### config.mk
export PLATFORM = sky130hd
export DESIGN_NAME = s16b_mem_map
export DESIGN_NICKNAME = d
export VERILOG_FILES = /design/src/s16b_map_pkg.sv /design/src/s16b_bus_pkg.sv /design/src/s16b_mem_map.sv
export SDC_FILE = /design/constraint.sdc
export NUM_CORES = 1
export LEC_CHECK = 0
export BUFFER_PORTS_ARGS = -buffer_cell sky130_fd_sc_hd__clkbuf_2
export CORE_MARGIN = 2
export CORE_UTILIZATION = 58
export CTS_CLUSTER_SIZE = 20
export DETAILED_ROUTE_END_ITERATION = 10
export PLACE_DENSITY = 0.79
export SYNTH_ARGS = -nofsm -noshare
export SYNTH_HDL_FRONTEND = slang
export SYNTH_SLANG_ARGS = --single-unit
### constraint.sdc
create_clock -name clk -period 2.6 [get_ports clk]
set_input_delay 0 -clock clk [delete_from_list [all_inputs] [get_ports clk]]
set_output_delay 0 -clock clk [all_outputs]
set_load 0.03 [all_outputs]
### src/s16b_map_pkg.sv
// Region numbering, size codes and bus sequencer states for the memory mapper
package s16b_map_pkg;

    // One match flag per region, bit n for region n
    typedef logic [7:0] region_mask_t;

    // Base page, compared with A23..A16
    typedef logic [7:0] region_base_t;

    // Size code of a region
    typedef logic [1:0] region_size_t;

    localparam region_size_t SIZE_64K  = 2'd0; // All 8 base bits compared
    localparam region_size_t SIZE_128K = 2'd1; // Base bit 0 ignored
    localparam region_size_t SIZE_512K = 2'd2; // Base bits 2..0 ignored
    localparam region_size_t SIZE_2M   = 2'd3; // Base bits 4..0 ignored

    // Regions with a target on this board
    localparam logic [2:0] REGION_WRAM = 3'd3; // 68000 work RAM
    localparam logic [2:0] REGION_TEXT = 3'd4; // Text layer RAM
    localparam logic [2:0] REGION_OBJ  = 3'd5; // Object RAM
    localparam logic [2:0] REGION_PAL  = 3'd6; // Palette RAM

    // Bus controller sequence, one transaction at a time
    typedef enum logic [1:0] {
        ST_IDLE,   // Waiting for req
        ST_ACCESS, // Mapper and RAM operation
        ST_DATA,   // Read data capture
        ST_ACK     // ack high until req drops
    } bus_state_t;

endpackage

### src/s16b_bus_pkg.sv
// CPU bus types for the 68000-style board and the open-bus read value
package s16b_bus_pkg;

    // 68000 word address, byte bit A0 is not on the bus
    typedef logic [23:1] cpu_addr_t;

    // Data bus, upper lane on D15..D8
    typedef logic [15:0] cpu_data_t;

    // Active-low data strobes
    // Bit 1 is UDS (D15..D8), bit 0 is LDS (D7..D0)
    typedef logic [1:0]  cpu_strb_t;

    // Value seen on reads with no target behind the region
    localparam cpu_data_t OPEN_BUS = 16'hffff;

    // Idle strobe pattern, both lanes released
    localparam cpu_strb_t STRB_NONE = 2'b11;

endpackage
### src/s16b_mem_map.sv
// Eight-region address decoder with CPU-programmable base pages and size codes
`timescale 1ns/1ps

module s16b_mem_map (
    input  logic                       clk,
    input  logic                       rst,
    input  s16b_bus_pkg::cpu_addr_t    addr,
    input  s16b_bus_pkg::cpu_data_t    cpu_dout,
    input  s16b_bus_pkg::cpu_strb_t    dswn,
    output s16b_map_pkg::region_mask_t active
);
    import s16b_map_pkg::*;

    region_base_t base [8]; // Page of each region
    region_size_t size [8]; // Size code of each region
    logic         none;     // No region claims the address
    logic         cfg_wr;   // Write to the mapper itself

    // Base bits that take part in the compare
    function automatic region_base_t care_mask(input region_size_t code);
        region_base_t m;
        case (code)
            SIZE_64K:  m = 8'hff;
            SIZE_128K: m = 8'hfe;
            SIZE_512K: m = 8'hf8;
            default:   m = 8'he0; // 2 MB
        endcase
        return m;
    endfunction

    // Zero-cycle decode
    always_comb begin
        for (int r = 0; r < 8; r++) begin
            // Match when every cared-for bit agrees
            active[r] = ((addr[23:16] ^ base[r]) & care_mask(size[r])) == 8'h00;
        end
    end

    assign none   = (active == '0);
    assign cfg_wr = none && !dswn[0]; // Needs LDS, upper lane alone does nothing

    // A4..A2 pick the region, A1 picks base or size
    always_ff @(posedge clk or posedge rst) begin
        if (rst) begin
            for (int r = 0; r < 8; r++) begin
                base[r] <= '0; // Every region on page 0 out of reset
                size[r] <= SIZE_64K;
            end
        end else if (cfg_wr) begin
            if (addr[1]) begin
                base[addr[4:2]] <= cpu_dout[7:0];
            end else begin
                size[addr[4:2]] <= cpu_dout[1:0]; // Upper bits of D7..D2 dropped
            end
        end
    end

endmodule

Yosys cells after proc, flatten, opt, wreduce, memory -nomap -nowiden
Index checks and enable logic that the tools add are counted.

storage, ports and cells
  logic and storage cells = 88
  output and inout port bits = 8
  register bits = 80

operators by class
  bitwise logic cells = 18
  mux-type cells = 14
  reduce and logical (&&, ||, !) cells = 22
  $lt $le $gt $ge = 2
  equality and inequality tests = 16

operators by type and width
  operator                                                                       count
  5-bit case mux with 3 select lines                                             8
  8-bit logical NOT                                                              9
  8-bit AND                                                                      8
  64-bit bitwise mux                                                             1
  8-bit bitwise XOR                                                              8
  8-bit demux with 3-bit select                                                  1
  16-bit bitwise mux                                                             1
  2-bit by 1-bit == test with 1-bit output (second input constant)               8
  2-bit == test (second input constant)                                          8
  2-bit logical NOT                                                              8
  8-bit 2-to-1 mux                                                               1
  2-bit demux with 3-bit select                                                  1
  4-bit >= comparator (second input constant)                                    1
  4-bit by 1-bit less-than comparator with 1-bit output (second input constant)  1
  3-bit inverter with 4-bit output                                               1
  2-bit AND reduction                                                            2
  1-bit logical AND                                                              2
  2-bit 2-to-1 mux                                                               1
  1-bit logical NOT                                                              1
  1-bit inverter                                                                 1

Depth between registers and ports, before layout
  word-level depth = 7
  depth in mapped cells = 8

Least setup slack after synthesis
OpenSTA, ideal clock, no wires.

  path kind = reg-to-reg
  start point = reg base[19] (netlist bit)
  end point = reg base[10] (netlist bit)
  stages on the path, launching flop included = 8
  data arrival time = 2,543 ps
  slack = -68 ps
  path buffers = 1
  setup time = 125 ps
  cells stage by stage = dfrtp_1 xnor2_1 a41oi_1 a211oi_1 nor3_2 buf_12 nand4_4 mux2_2

on the way
  longest elaborated chain between the ends = 6

RTL lines
  element                               line                source
  start, declared                       s16b_mem_map.sv:14  region_base_t base [8];
  start signal, assigned by index       s16b_mem_map.sv:51  base[addr[4:2]] <= cpu_dout[7:0];
  8-bit bitwise XOR                     s16b_mem_map.sv:35  active[r] = ((addr[23:16] ^ base[r]) & care_mask(size[r])) == 8'h00;
  8-bit AND                             s16b_mem_map.sv:35
  8-bit logical NOT                     s16b_mem_map.sv:35
  via active[5]                         s16b_mem_map.sv:10  output s16b_map_pkg::region_mask_t active
  8-bit logical NOT                     s16b_mem_map.sv:39  assign none = (active == '0);
  1-bit logical AND                     s16b_mem_map.sv:40  assign cfg_wr = none && !dswn[0];
  2-bit AND reduction (no source line)  -

The timed path passes the listed nets, and every way through them passes these cells.
A chain may end at the register's enable or synchronous reset.

Final worst setup path
  start point = reg base[50] (netlist bit)
  end point = reg base[47] (netlist bit)

on the way
  longest elaborated chain between the ends = 6

RTL lines
  element                               line
  8-bit bitwise XOR                     s16b_mem_map.sv:35
  8-bit AND                             s16b_mem_map.sv:35
  8-bit logical NOT                     s16b_mem_map.sv:35
  8-bit logical NOT                     s16b_mem_map.sv:39
  1-bit logical AND                     s16b_mem_map.sv:40
  2-bit AND reduction (no source line)  -

Every way passes these cells.

==> impl_metrics.csv <==
group,metric,value,unit
die,core,6870,µm²
die,rows,30,
routing,dr.pass1.iters,4,
sta,rsz0062_at_grt,"false",
worst_setup_path,crit_arrival,2.55,ns
clocking,cts_tree,"yes",
logic_synthesis,synth.most_common_cell,"dfrtp_1",
final_layout,multiInputGateArea,2060,µm²
sta,setup_viol,0,
clocking,htree_levels,3,
logic_synthesis,synth_area_per_cell,13.1,µm²
sta,worstMarginPinSlew,0.618,ns
power_and_ir_drop,design_power_total,0.00478,W
final_layout,layout.nets,402,
clocking,numCtsBuffers,9,
worst_setup_path,worst-endpoint-required,2.84,ns
routing,finalWirelength,8590,µm
clocking,numClockSinks,80,
final_layout,nFillCells,544,
die,initial_utilization,60.7,%
final_layout,syn_to_final_growth,11.8,%
logic_synthesis,synthArstFlopShare,100,%
worst_setup_path,critPathMaxStageDelay,0.39,ns
place,portBuffers,30,
worst_setup_path,cp_max_fo,16,
min_path,min_path_type,"input pin to flip-flop",
final_layout,diodes,0,
routing,ant_nets,0,
sta,whs,0.0126,ns
grt,grt_pass1_vias,2678,
logic_synthesis,ys.flop_type,"dfrtp_1",
worst_setup_path,crit_slowest_cell,"dfrtp_1",
worst_setup_path,cp-end-kind,"flip-flop",
routing,via_per_inst,5.76,
routing,drtIter0Drc,177,
final_layout,seqCellArea,2000,µm²
status,outcome,"finished, final reports clean",
sta,hold_violations,0,
logic_synthesis,netlist_area,4170,µm²
die,io_pins,51,
sta,drv_slew,0,
clocking,cts_buffer_depth,2,
die,die_area,7890,µm²
sta,relSlewSlack,58.8,%
final_layout,fin_util,67.9,%
worst_setup_path,critPathBufInv,1,
logic_synthesis,synthCells,319,
grt,grt_overflow,0,
place,dp_hpwl,6160,µm
worst_setup_path,crit_type,"flip-flop to flip-flop",
clocking,cts_root_buf,"clkbuf_8",
clocking,clk_pin_slew,0.08,ns
grt,grt_usage,24.5,%
power_and_ir_drop,ir_drop,0.000463,V
sta,timing.fmax,0.433,GHz
routing,num_vias,2645,
power_and_ir_drop,p_leak,1.92,nW
logic_synthesis,seq_area_frac_synth,48.0,%
final_layout,stdcell_count,459,
worst_setup_path,r2r_setup_slack,0.29,ns
sta,period_needed,2.31,ns
logic_synthesis,ys_ff_latch,80,
sta,tns,0,ns
routing,drc,0,
logic_synthesis,yosys_warnings,0,
logic_synthesis,synth_area_leaders,"dfrtp_1 48%, mux2_2 21%, xnor2_1 13%",
sta,fin_crit_sh,88.9,%
final_layout,drive_above_1_share,42.7,%
die,die_h,88.8,µm
place,routabilityCongestion,0.874,
logic_synthesis,synth_cell_types,26,
grt,grt_max_degree,37,
worst_setup_path,cp_top_family,"simple AND/OR/NAND/NOR gates",
logic_synthesis,yosys.area.top_type,"dfrtp_1",
place,dp.cells,439,
grt,antenna_found_initial,0,
logic_synthesis,netlist.area_leader.share,48.0,%
worst_setup_path,path_cells,"xnor2_1 -> a41oi_1 -> a211oi_2 -> nor4_4 -> buf_4 -> nand4_2 -> mux2_2",
die,die_w,88.8,µm
flow_run,drv_cap,0,
routing,routedWlPerCell,18.7,µm
power_and_ir_drop,pwr_density_cell,1030,nW/µm²
clocking,clock_latency,0.36,ns
worst_setup_path,cp-start-kind,"flip-flop",
grt,grt_pass1_wl,14000,µm
logic_synthesis,synth-edff-count,0,
logic_synthesis,synth_nets,362,
sta,clock_skew,0.0109,ns
logic_synthesis,synth_common_cells,"80 x dfrtp_1, 77 x mux2_2, 64 x xnor2_1",
==> cell usage in the layout (no fill, tap or decap), drive strengths merged <==
cell type / instances
a211oi: 8
a41oi: 8
buf: 10
bufinv: 1
clkbuf: 39
clkinv: 5
clkinvlp: 1
dfrtp: 80
dlygate4sd3: 2
inv: 8
mux2: 80
nand2: 2
nand2b: 3
nand3: 8
nand4: 16
nor2: 10
nor3: 7
nor4: 2
o211ai: 8
or2b: 1
xnor2: 64
==> per-stage QoR <==
| step | cell area [µm²] | setup slack [ns] |
|---|---|---|
| finish | 4660 | 0.290 |
| CTS | 4660 | 0.00859 |
| global route | 4660 | 0.134 |
| global placement | 4410 | -0.313 |
| detailed placement | 4410 | -0.389 |
| floorplan | 4210 | 0.309 |
==> area by class of cell <==
cell class / instances / area share, %
Multi-Input combinational cell: 217 / 44.2
Sequential cell: 80 / 42.9
Inverter: 9 / 0.751
Timing Repair Buffer: 42 / 5.53
Clock inverter: 6 / 1.31
Clock buffer: 9 / 2.66
Tap cell: 96 / 2.58
==> routing by layer <==
metal	part of all wire [%]	up-vias	global-route usage (%)
met5	0	-	0
met4	2.0	0	10.2
met3	5.1	15	6.72
met2	48	62	37.0
met1	45	1346	33.6
li1	-	1222	-
==> final timing paths <==
check	start	end	cells after the start
worst min-delay path	cpu_dout[3]	base[27]	2
worst max register to register	base[50]	base[47]	7
worst max-delay path	base[50]	base[47]	7
max in group asynchronous	rst	base[8]	4
worst min register to register	size[4]	size[4]	1
min in group asynchronous	rst	base[62]	3
==> state kept, by name (all words and copies together) (netlist names) <==
signal / flops
base: 64
size: 16
==> repair_timing <==
item | in CTS | in global routing
setup buffers | 3 | 0
resized for setup | 1 | 1
endpoints found under the setup margin | 80 | 48
hold buffers | 2 | 0
endpoints found under the hold margin | 36 | 0
pin swaps | 1 | 0
==> cells by family (layout without fill, tap and decap cells) <==
family,Yosys count,count (layout),share of synthesized area (%)
simple gates,49,49,8.37
xor+xnor,64,64,13.4
flops,80,80,48.0
buf+inv,22,66,3.78
mux,80,80,21.9
compound gates,24,24,4.56
==> power by group <==
group	internal, W	switching (W)	total, W
combinational	0.000953	0.000755	0.00171
clock	0.000434	0.000447	0.000881
sequential	0.00181	0.000384	0.00219
total	0.00320	0.00159	0.00478
No activity file was read; power rests on OpenSTA's default activity.
