**src/s16b_map_pkg.sv**
```systemverilog
// Region numbering, size codes and bus sequencer states for the memory mapper
package s16b_map_pkg;

    // One match flag per region, bit n for region n
    typedef logic [7:0] region_mask_t;

    // Base page, compared with A23..A16
    typedef logic [7:0] region_base_t;

    // Size code of a region
    typedef logic [1:0] region_size_t;

    localparam region_size_t SIZE_64K  = 2'd0; // All 8 base bits compared
    localparam region_size_t SIZE_128K = 2'd1; // Base bit 0 ignored
    localparam region_size_t SIZE_512K = 2'd2; // Base bits 2..0 ignored
    localparam region_size_t SIZE_2M   = 2'd3; // Base bits 4..0 ignored

    // Regions with a target on this board
    localparam logic [2:0] REGION_WRAM = 3'd3; // 68000 work RAM
    localparam logic [2:0] REGION_TEXT = 3'd4; // Text layer RAM
    localparam logic [2:0] REGION_OBJ  = 3'd5; // Object RAM
    localparam logic [2:0] REGION_PAL  = 3'd6; // Palette RAM

    // Bus controller sequence, one transaction at a time
    typedef enum logic [1:0] {
        ST_IDLE,   // Waiting for req
        ST_ACCESS, // Mapper and RAM operation
        ST_DATA,   // Read data capture
        ST_ACK     // ack high until req drops
    } bus_state_t;

endpackage

```
**src/s16b_bus_pkg.sv**
```systemverilog
// CPU bus types for the 68000-style board and the open-bus read value
package s16b_bus_pkg;

    // 68000 word address, byte bit A0 is not on the bus
    typedef logic [23:1] cpu_addr_t;

    // Data bus, upper lane on D15..D8
    typedef logic [15:0] cpu_data_t;

    // Active-low data strobes
    // Bit 1 is UDS (D15..D8), bit 0 is LDS (D7..D0)
    typedef logic [1:0]  cpu_strb_t;

    // Value seen on reads with no target behind the region
    localparam cpu_data_t OPEN_BUS = 16'hffff;

    // Idle strobe pattern, both lanes released
    localparam cpu_strb_t STRB_NONE = 2'b11;

endpackage
```
**src/s16b_bus_ctrl.sv**
```systemverilog
// Four-phase req/ack bus slave that sequences each access and routes it to a region target
`timescale 1ns/1ps

module s16b_bus_ctrl (
    input  logic                       clk,
    input  logic                       rst,
    input  logic                       req,
    input  logic                       we,
    input  s16b_bus_pkg::cpu_addr_t    addr,
    input  s16b_bus_pkg::cpu_strb_t    dsn,
    input  s16b_bus_pkg::cpu_data_t    wdata,
    output logic                       ack,
    output s16b_bus_pkg::cpu_data_t    rdata,
    output s16b_bus_pkg::cpu_addr_t    map_addr,
    output s16b_bus_pkg::cpu_data_t    map_data,
    output s16b_bus_pkg::cpu_strb_t    map_dsn,
    input  s16b_map_pkg::region_mask_t active,
    output s16b_bus_pkg::cpu_addr_t    ram_addr,
    output s16b_bus_pkg::cpu_data_t    ram_wdata,
    output logic [1:0]                 wram_be,
    input  s16b_bus_pkg::cpu_data_t    wram_rdata,
    output logic [1:0]                 vram_be,
    output logic [1:0]                 vram_bank,
    input  s16b_bus_pkg::cpu_data_t    vram_rdata
);
    import s16b_bus_pkg::*;
    import s16b_map_pkg::*;

    bus_state_t state;
    cpu_addr_t  addr_q;    // Latched request
    cpu_data_t  wdata_q;
    cpu_strb_t  dsn_q;
    logic       we_q;
    logic [2:0] sel;       // Lowest active region
    logic       hit;       // Some region matched
    logic       wram_sel;
    logic       vram_sel;
    logic [2:0] vram_off;  // Region number relative to text RAM
    logic       wr_cycle;  // Write strobe window
    logic       wram_q;    // Target seen during ST_ACCESS
    logic       vram_q;

    // Request payload, held for the whole transaction
    always_ff @(posedge clk) begin
        if (state == ST_IDLE && req) begin
            addr_q  <= addr;
            wdata_q <= wdata;
            dsn_q   <= dsn;
            we_q    <= we;
        end
        if (state == ST_ACCESS) begin
            wram_q <= wram_sel; // Keeps read steering even if a config write moved the map
            vram_q <= vram_sel;
        end
        if (state == ST_DATA) begin
            if (wram_q) rdata <= wram_rdata;
            else if (vram_q) rdata <= vram_rdata;
            else rdata <= OPEN_BUS; // ROM, I/O or unmapped
        end
    end

    // Priority encode, region 0 wins
    always_comb begin
        sel = 3'd0;
        hit = 1'b0;
        for (int i = 7; i >= 0; i--) begin
            if (active[i]) begin
                sel = 3'(i);
                hit = 1'b1;
            end
        end
    end

    assign wram_sel = hit && (sel == REGION_WRAM);
    assign vram_sel = hit && (sel >= REGION_TEXT) && (sel <= REGION_PAL);
    assign vram_off = sel - REGION_TEXT;
    assign wr_cycle = (state == ST_ACCESS) && we_q;

    assign map_addr  = addr_q;
    assign map_data  = wdata_q;
    assign map_dsn   = wr_cycle ? dsn_q : STRB_NONE; // Mapper only sees write strobes
    assign ram_addr  = addr_q;
    assign ram_wdata = wdata_q;
    assign wram_be   = (wr_cycle && wram_sel) ? ~dsn_q : 2'b00; // Active-high lanes
    assign vram_be   = (wr_cycle && vram_sel) ? ~dsn_q : 2'b00;
    assign vram_bank = vram_sel ? vram_off[1:0] : 2'd0; // Text 0, object 1, palette 2

    // Handshake sequencer
    always_ff @(posedge clk or posedge rst) begin
        if (rst) begin
            state <= ST_IDLE;
            ack   <= 1'b0;
        end else begin
            case (state)
                ST_IDLE: begin
                    if (req) state <= ST_ACCESS;
                end
                ST_ACCESS: state <= ST_DATA; // RAM and mapper act on this edge
                ST_DATA:   state <= ST_ACK;  // rdata settles here
                ST_ACK: begin
                    if (!req) begin
                        state <= ST_IDLE;
                        ack   <= 1'b0;       // Falls on first req-low edge
                    end else begin
                        ack   <= 1'b1;       // Held while master waits
                    end
                end
                default: state <= ST_IDLE;
            endcase
        end
    end

endmodule

```
**config.mk**
```make
export PLATFORM = sky130hd
export DESIGN_NAME = s16b_bus_ctrl
export DESIGN_NICKNAME = d
export VERILOG_FILES = /design/src/s16b_map_pkg.sv /design/src/s16b_bus_pkg.sv /design/src/s16b_bus_ctrl.sv
export SDC_FILE = /design/constraint.sdc
export NUM_CORES = 1
export LEC_CHECK = 0
export ABC_AREA = 1
export BUFFER_PORTS_ARGS = -buffer_cell sky130_fd_sc_hd__buf_4
export CORE_ASPECT_RATIO = 0.5
export CORE_UTILIZATION = 41
export DETAILED_ROUTE_END_ITERATION = 6
export GPL_ROUTABILITY_DRIVEN = 0
export PLACE_DENSITY_LB_ADDON = 0.15
export SETUP_SLACK_MARGIN = 0.15
export SKIP_LAST_GASP = 1
export SLEW_MARGIN = 0
export SYNTH_ARGS = -nofsm -noshare
export SYNTH_HDL_FRONTEND = slang
export SYNTH_SLANG_ARGS = --single-unit
```
**constraint.sdc**
```tcl
create_clock -name clk -period 2.3 [get_ports clk]
set_clock_uncertainty 0.1 [all_clocks]
set_input_delay 0.46 -clock clk [delete_from_list [all_inputs] [get_ports clk]]
set_output_delay 0.46 -clock clk [all_outputs]
set_load 0.02 [all_outputs]
```
======== Word-level counts from Yosys, hierarchy flattened ========
Index checks and enable logic that the tools add are counted.
storage, ports and cells
  bits in registers ....................... 63
  word-level logic and storage cells ...... 54
  input bits .............................. 85
  output and inout port bits .............. 103
cells by class
  muxes and demuxes ....................... 26
  equality and inequality tests ........... 6
  add/sub/neg operators ................... 1
  bitwise gates (word level) .............. 1
  reduce and logical (&&, ||, !) cells .... 9
  $lt $le $gt $ge ......................... 2
operator list
  kind                                                                count
  16-bit 2-to-1 mux                                                   2
  3-bit 2-to-1 mux                                                    8
  2-bit 2-to-1 mux                                                    6
  1-bit 2-to-1 mux                                                    9
  2-bit one-hot mux with 4 select lines                               1
  1-bit logical AND                                                   7
  2-bit == test, second input constant                                2
  2-bit != test, second input constant                                2
  3-bit by 2-bit == test with 1-bit output, second input constant     1
  3-bit >= comparator, second input constant                          1
  3-bit less-or-equal comparator, second input constant               1
  2-bit by 1-bit == test with 1-bit output, second input constant     1
  2-bit logical NOT                                                   1
  2-bit NOT                                                           1
  2-bit AND reduction                                                 1
  2-bit by 1-bit subtractor with 2-bit output, second input constant  1

======== Logic depth before layout (Yosys ltp) ========
  word-level depth ........................ 13
  gate-level depth with buffers ........... 8
  depth with buffers taken out ............ 8

======== Worst setup path after synthesis ========
Ideal clock, no wire load.
  path kind ............................... reg-to-reg
  start ................................... reg state[0]
  end ..................................... reg dsn_q[0], enable pin
  data arrival time ....................... 1.525 ns
  required time ........................... 1.804 ns
  cell stages (with the launch flop) ...... 5
  setup slack ............................. 0.279 ns
  clock period less this slack ............ 2.021 ns
  setup time .............................. 0.396 ns
  buffers on the path ..................... 0
  cell sequence ........................... dfrtp_1 > inv_1 > ha_1 > nand2_1 > inv_1
between the ends
  cells in the longest elaborated chain, start to end .. 2
ends and longest elaborated chain
  what                    line                 text
  from (decl)             s16b_bus_ctrl.sv:29  bus_state_t state;
  from (signal assigned)  s16b_bus_ctrl.sv:91  state <= ST_IDLE;
  from (signal assigned)  s16b_bus_ctrl.sv:96  if (req) state <= ST_ACCESS;
  from (signal assigned)  s16b_bus_ctrl.sv:98  ST_ACCESS: state <= ST_DATA;
  2-bit logical NOT       s16b_bus_ctrl.sv:45  if (state == ST_IDLE && req) begin
  1-bit logical AND       s16b_bus_ctrl.sv:45
  to (signal assigned)    s16b_bus_ctrl.sv:48  dsn_q <= dsn;
  to (decl)               s16b_bus_ctrl.sv:32  cpu_strb_t dsn_q;
No other way between the ends.
A chain may end at the register's enable or synchronous reset.

======== Worst setup path after layout ========
  start ................................... reg state[1]
  end ..................................... out wram_be[0]
between the ends
  cells in the longest elaborated chain, start to end .. 4
ends and longest elaborated chain
  what                                      line                 text
  2-bit by 1-bit == test with 1-bit output  s16b_bus_ctrl.sv:77  assign wr_cycle = (state == ST_ACCESS) && we_q;
  1-bit logical AND                         s16b_bus_ctrl.sv:77
  1-bit logical AND                         s16b_bus_ctrl.sv:84  assign wram_be = (wr_cycle && wram_sel) ? ~dsn_q : 2'b00;
  2-bit 2-to-1 mux                          s16b_bus_ctrl.sv:84
  to (decl)                                 s16b_bus_ctrl.sv:20  output logic [1:0] wram_be,
No other way between the ends.

==> impl_metrics.tcl <==
set metrics [dict create \
    crit_path_top_delay_cell "dfrtp_1" \
    cp-start-kind "flip-flop" \
    dieWidth_um 117 \
    fin_area_um2 4310 \
    seq_power_share 0.375 \
    power.density_nw_per_um2 1100 \
    dr.max_layer_used "met4" \
    vdd_drop_max_uv 456 \
    crit_fanout 4 \
    combPwrFrac 0.325 \
    numCtsBuffers 9 \
    wl_met1_mm 2.24 \
    worstPathCellList "inv_2 > ha_4 > nand2_1 > or2_1 > nor2_1 > buf_4" \
    design.core.area_um2 6230 \
    cp.arrival_ns 1.53 \
    drt_wl_total_mm 6.22 \
    dpl.hpwl_mm 4.82 \
    drt_first_pass_iters 4 \
    syn-num-nets 303 \
    setup.worst_path.end_class "primary output" \
    route.met3.wl_um 399 \
    dieArea_um2 6990 \
    hold_viol_final 0 \
    fin_tns_setup_ns 0 \
    status "complete, no violations" \
    wl_per_cell_um 13.3 \
    swShare 0.321 \
    grt_usage 0.170 \
    synth_edf_count 60 \
    p_sw_uw 1530 \
    vias 2043 \
    ys.warnings.count 0 \
    drc 0 \
    slowest_delay_ns 0.38 \
    initial_utilization 0.437 \
    clockBufferDepth 2 \
    syn_avg_cell_area_um2 12.8 \
    ios 188 \
    drv_cap 0 \
    grt_pass1_wl_mm 8.62 \
    clkLatencyLatePin_ns 0.32 \
    io_buffers 187 \
    ant_nets 0 \
    syn_inst 213 \
    die_h_um 59.6 \
    wl_met2_mm 3.54 \
    async_flop_share 0.0476 \
    ys.flop_type "edfxtp_1" \
    cts.sinks 63 \
    synthesis.area_um2 2720 \
    htree_levels 3 \
    drt_iter0_drc 80 \
    rsz0062_at_grt "yes" \
    antenna_found_initial 0 \
    row_count 20 \
    min_period_ns 2.09 \
    synth-seq-cells 63 \
    drive_gt1_frac 0.590 \
    tightest_slew_ns 0.921 \
    period_share 0.907 \
    cell_internal_pwr_uw 3230 \
    area.growth.synth_to_final_pct 58.3 \
    leakage_uw 0.00196 \
    finalNetCount 463 \
    viasPerCell 4.38 \
    fmax_ghz 0.480 \
    overflow 0 \
    crit_required_ns 1.74 \
    hold_class "primary input to flip-flop" \
    synth.distinct_cells 19 \
    crit_type "flip-flop to primary output" \
    clock_power_share 0.300 \
    diodes 0 \
    cts_root_buffer "clkbuf_16" \
    setup_viol 0 \
    grt_max_degree 43 \
    cts_tree "built" \
    clk_pin_slew_ns 0.06 \
    max_slew_margin 0.386 \
    drv_slew 0 \
    placed_cell_area_um2 3950 \
    grt_pass1_vias 1915 \
    ys_seq_area_frac 0.689 \
]
what timing repair did:
action / in CTS / in global routing
gates cloned: 0 / 0
endpoints found under the setup margin: 4 / 3
endpoints found under the hold margin: 3 / 0
resized for setup: 3 / 0
pin swaps: 1 / 1
setup buffers: 1 / 1
hold buffers: 1 / 0
sequential cells by signal, summed over array words and instances, names as in the netlist:
signal and cells:
state 2, rdata 16, dsn_q 2, vram_q 1, map_data 16, wram_q 1, we_q 1, ack 1
map_addr 23
final cells by class:
class	instances	area [µm²]
inverters	20	75.1
repair buffers	192	1460
clock buffers	9	225
well taps	88	110
fillers	453	1920
multi-input cells	87	472
clock inverters	7	96.3
flip-flops and latches	63	1880
cell usage after synthesis (2+ instances only):
cell	instances	area [µm²]
buf_2	4	20.0
buf_4	39	293
dfrtp_1	3	75.1
edfxtp_1	60	1800
ha_1	5	62.6
inv_1	14	52.6
inv_2	6	22.5
nand2_1	26	97.6
nand2_2	4	25.0
nand3_1	2	10.0
nor2_1	21	78.8
nor2_4	2	22.5
o21ai_0	2	10.0
o21ai_1	19	95.1
or2_1	2	12.5
per-layer routing:
metal,vias up,track usage
met4,0,0.0488
met1,956,0.160
li1,997,-
met3,4,0.0593
met2,86,0.349
met5,-,0
power by group through the flow:
stage                     Combinational, µW  Sequential (µW)  Clock, µW
after floorplan                         664             2050          0
after detailed placement               1520             1810          0
after global routing                   1650             1820       1500
final                                  1550             1780       1430
after CTS                              1550             1790       1450
after global placement                 1490             1780          0
cells by family (layout without fill, tap and decap cells):
kind of cell,after synthesis,count (layout),synth area share
and+or+nand+nor,58,58,0.0942
DFF,63,63,0.689
AOI/OAI and AO/OA,24,24,0.0514
buffers and inverters,63,228,0.142
adders and majority gates,5,5,0.0230
final timing paths:
check | end | cells past startpoint | start | slack [ns]
max | wram_be[0] | 6 | state[1] | 0.21
min | map_data[0] | 1 | wdata[0] | 0.22
max reg2reg | map_data[13] | 5 | state[0] | 0.73
min reg2reg | ack | 2 | ack | 0.43
max in group asynchronous | ack | 3 | rst | 1.49
min in group asynchronous | state[0] | 3 | rst | 0.47
metrics by stage:
stage	hold slack (ns)	instances	util	total power (µW)	setup WS, ns
after floorplan	0.114	213	-	2710	0.279
after global placement	0.238	447	0.634	3270	0.451
after detailed placement	0.243	447	0.634	3320	0.379
after CTS	0.208	465	0.691	4790	0.195
after global routing	0.200	466	0.692	4980	0.132
final	0.216	466	0.692	4760	0.215
layout by cell type (no fill, tap or decap), drive strengths merged:
cell type	Yosys	final
ha	5	5
or2	2	2
clkinvlp	0	2
bufinv	0	2
inv	20	21
dfrtp	3	3
dlygate4sd3	0	1
clkinv	0	2
o21ai	21	21
nor2	23	23
a21oi	2	2
a31oi	1	1
nand3	3	3
buf	43	191
clkbuf	0	9
edfxtp	60	60
nand2	30	30
critical path: cells and delay by family (launching register included):
kind | cells | cell delay [ns]
fa+ha+maj | 1 | 0.15
buf+inv | 2 | 0.25
simple gates | 3 | 0.42
flops | 1 | 0.38
(Power assumes the default switching activity.)
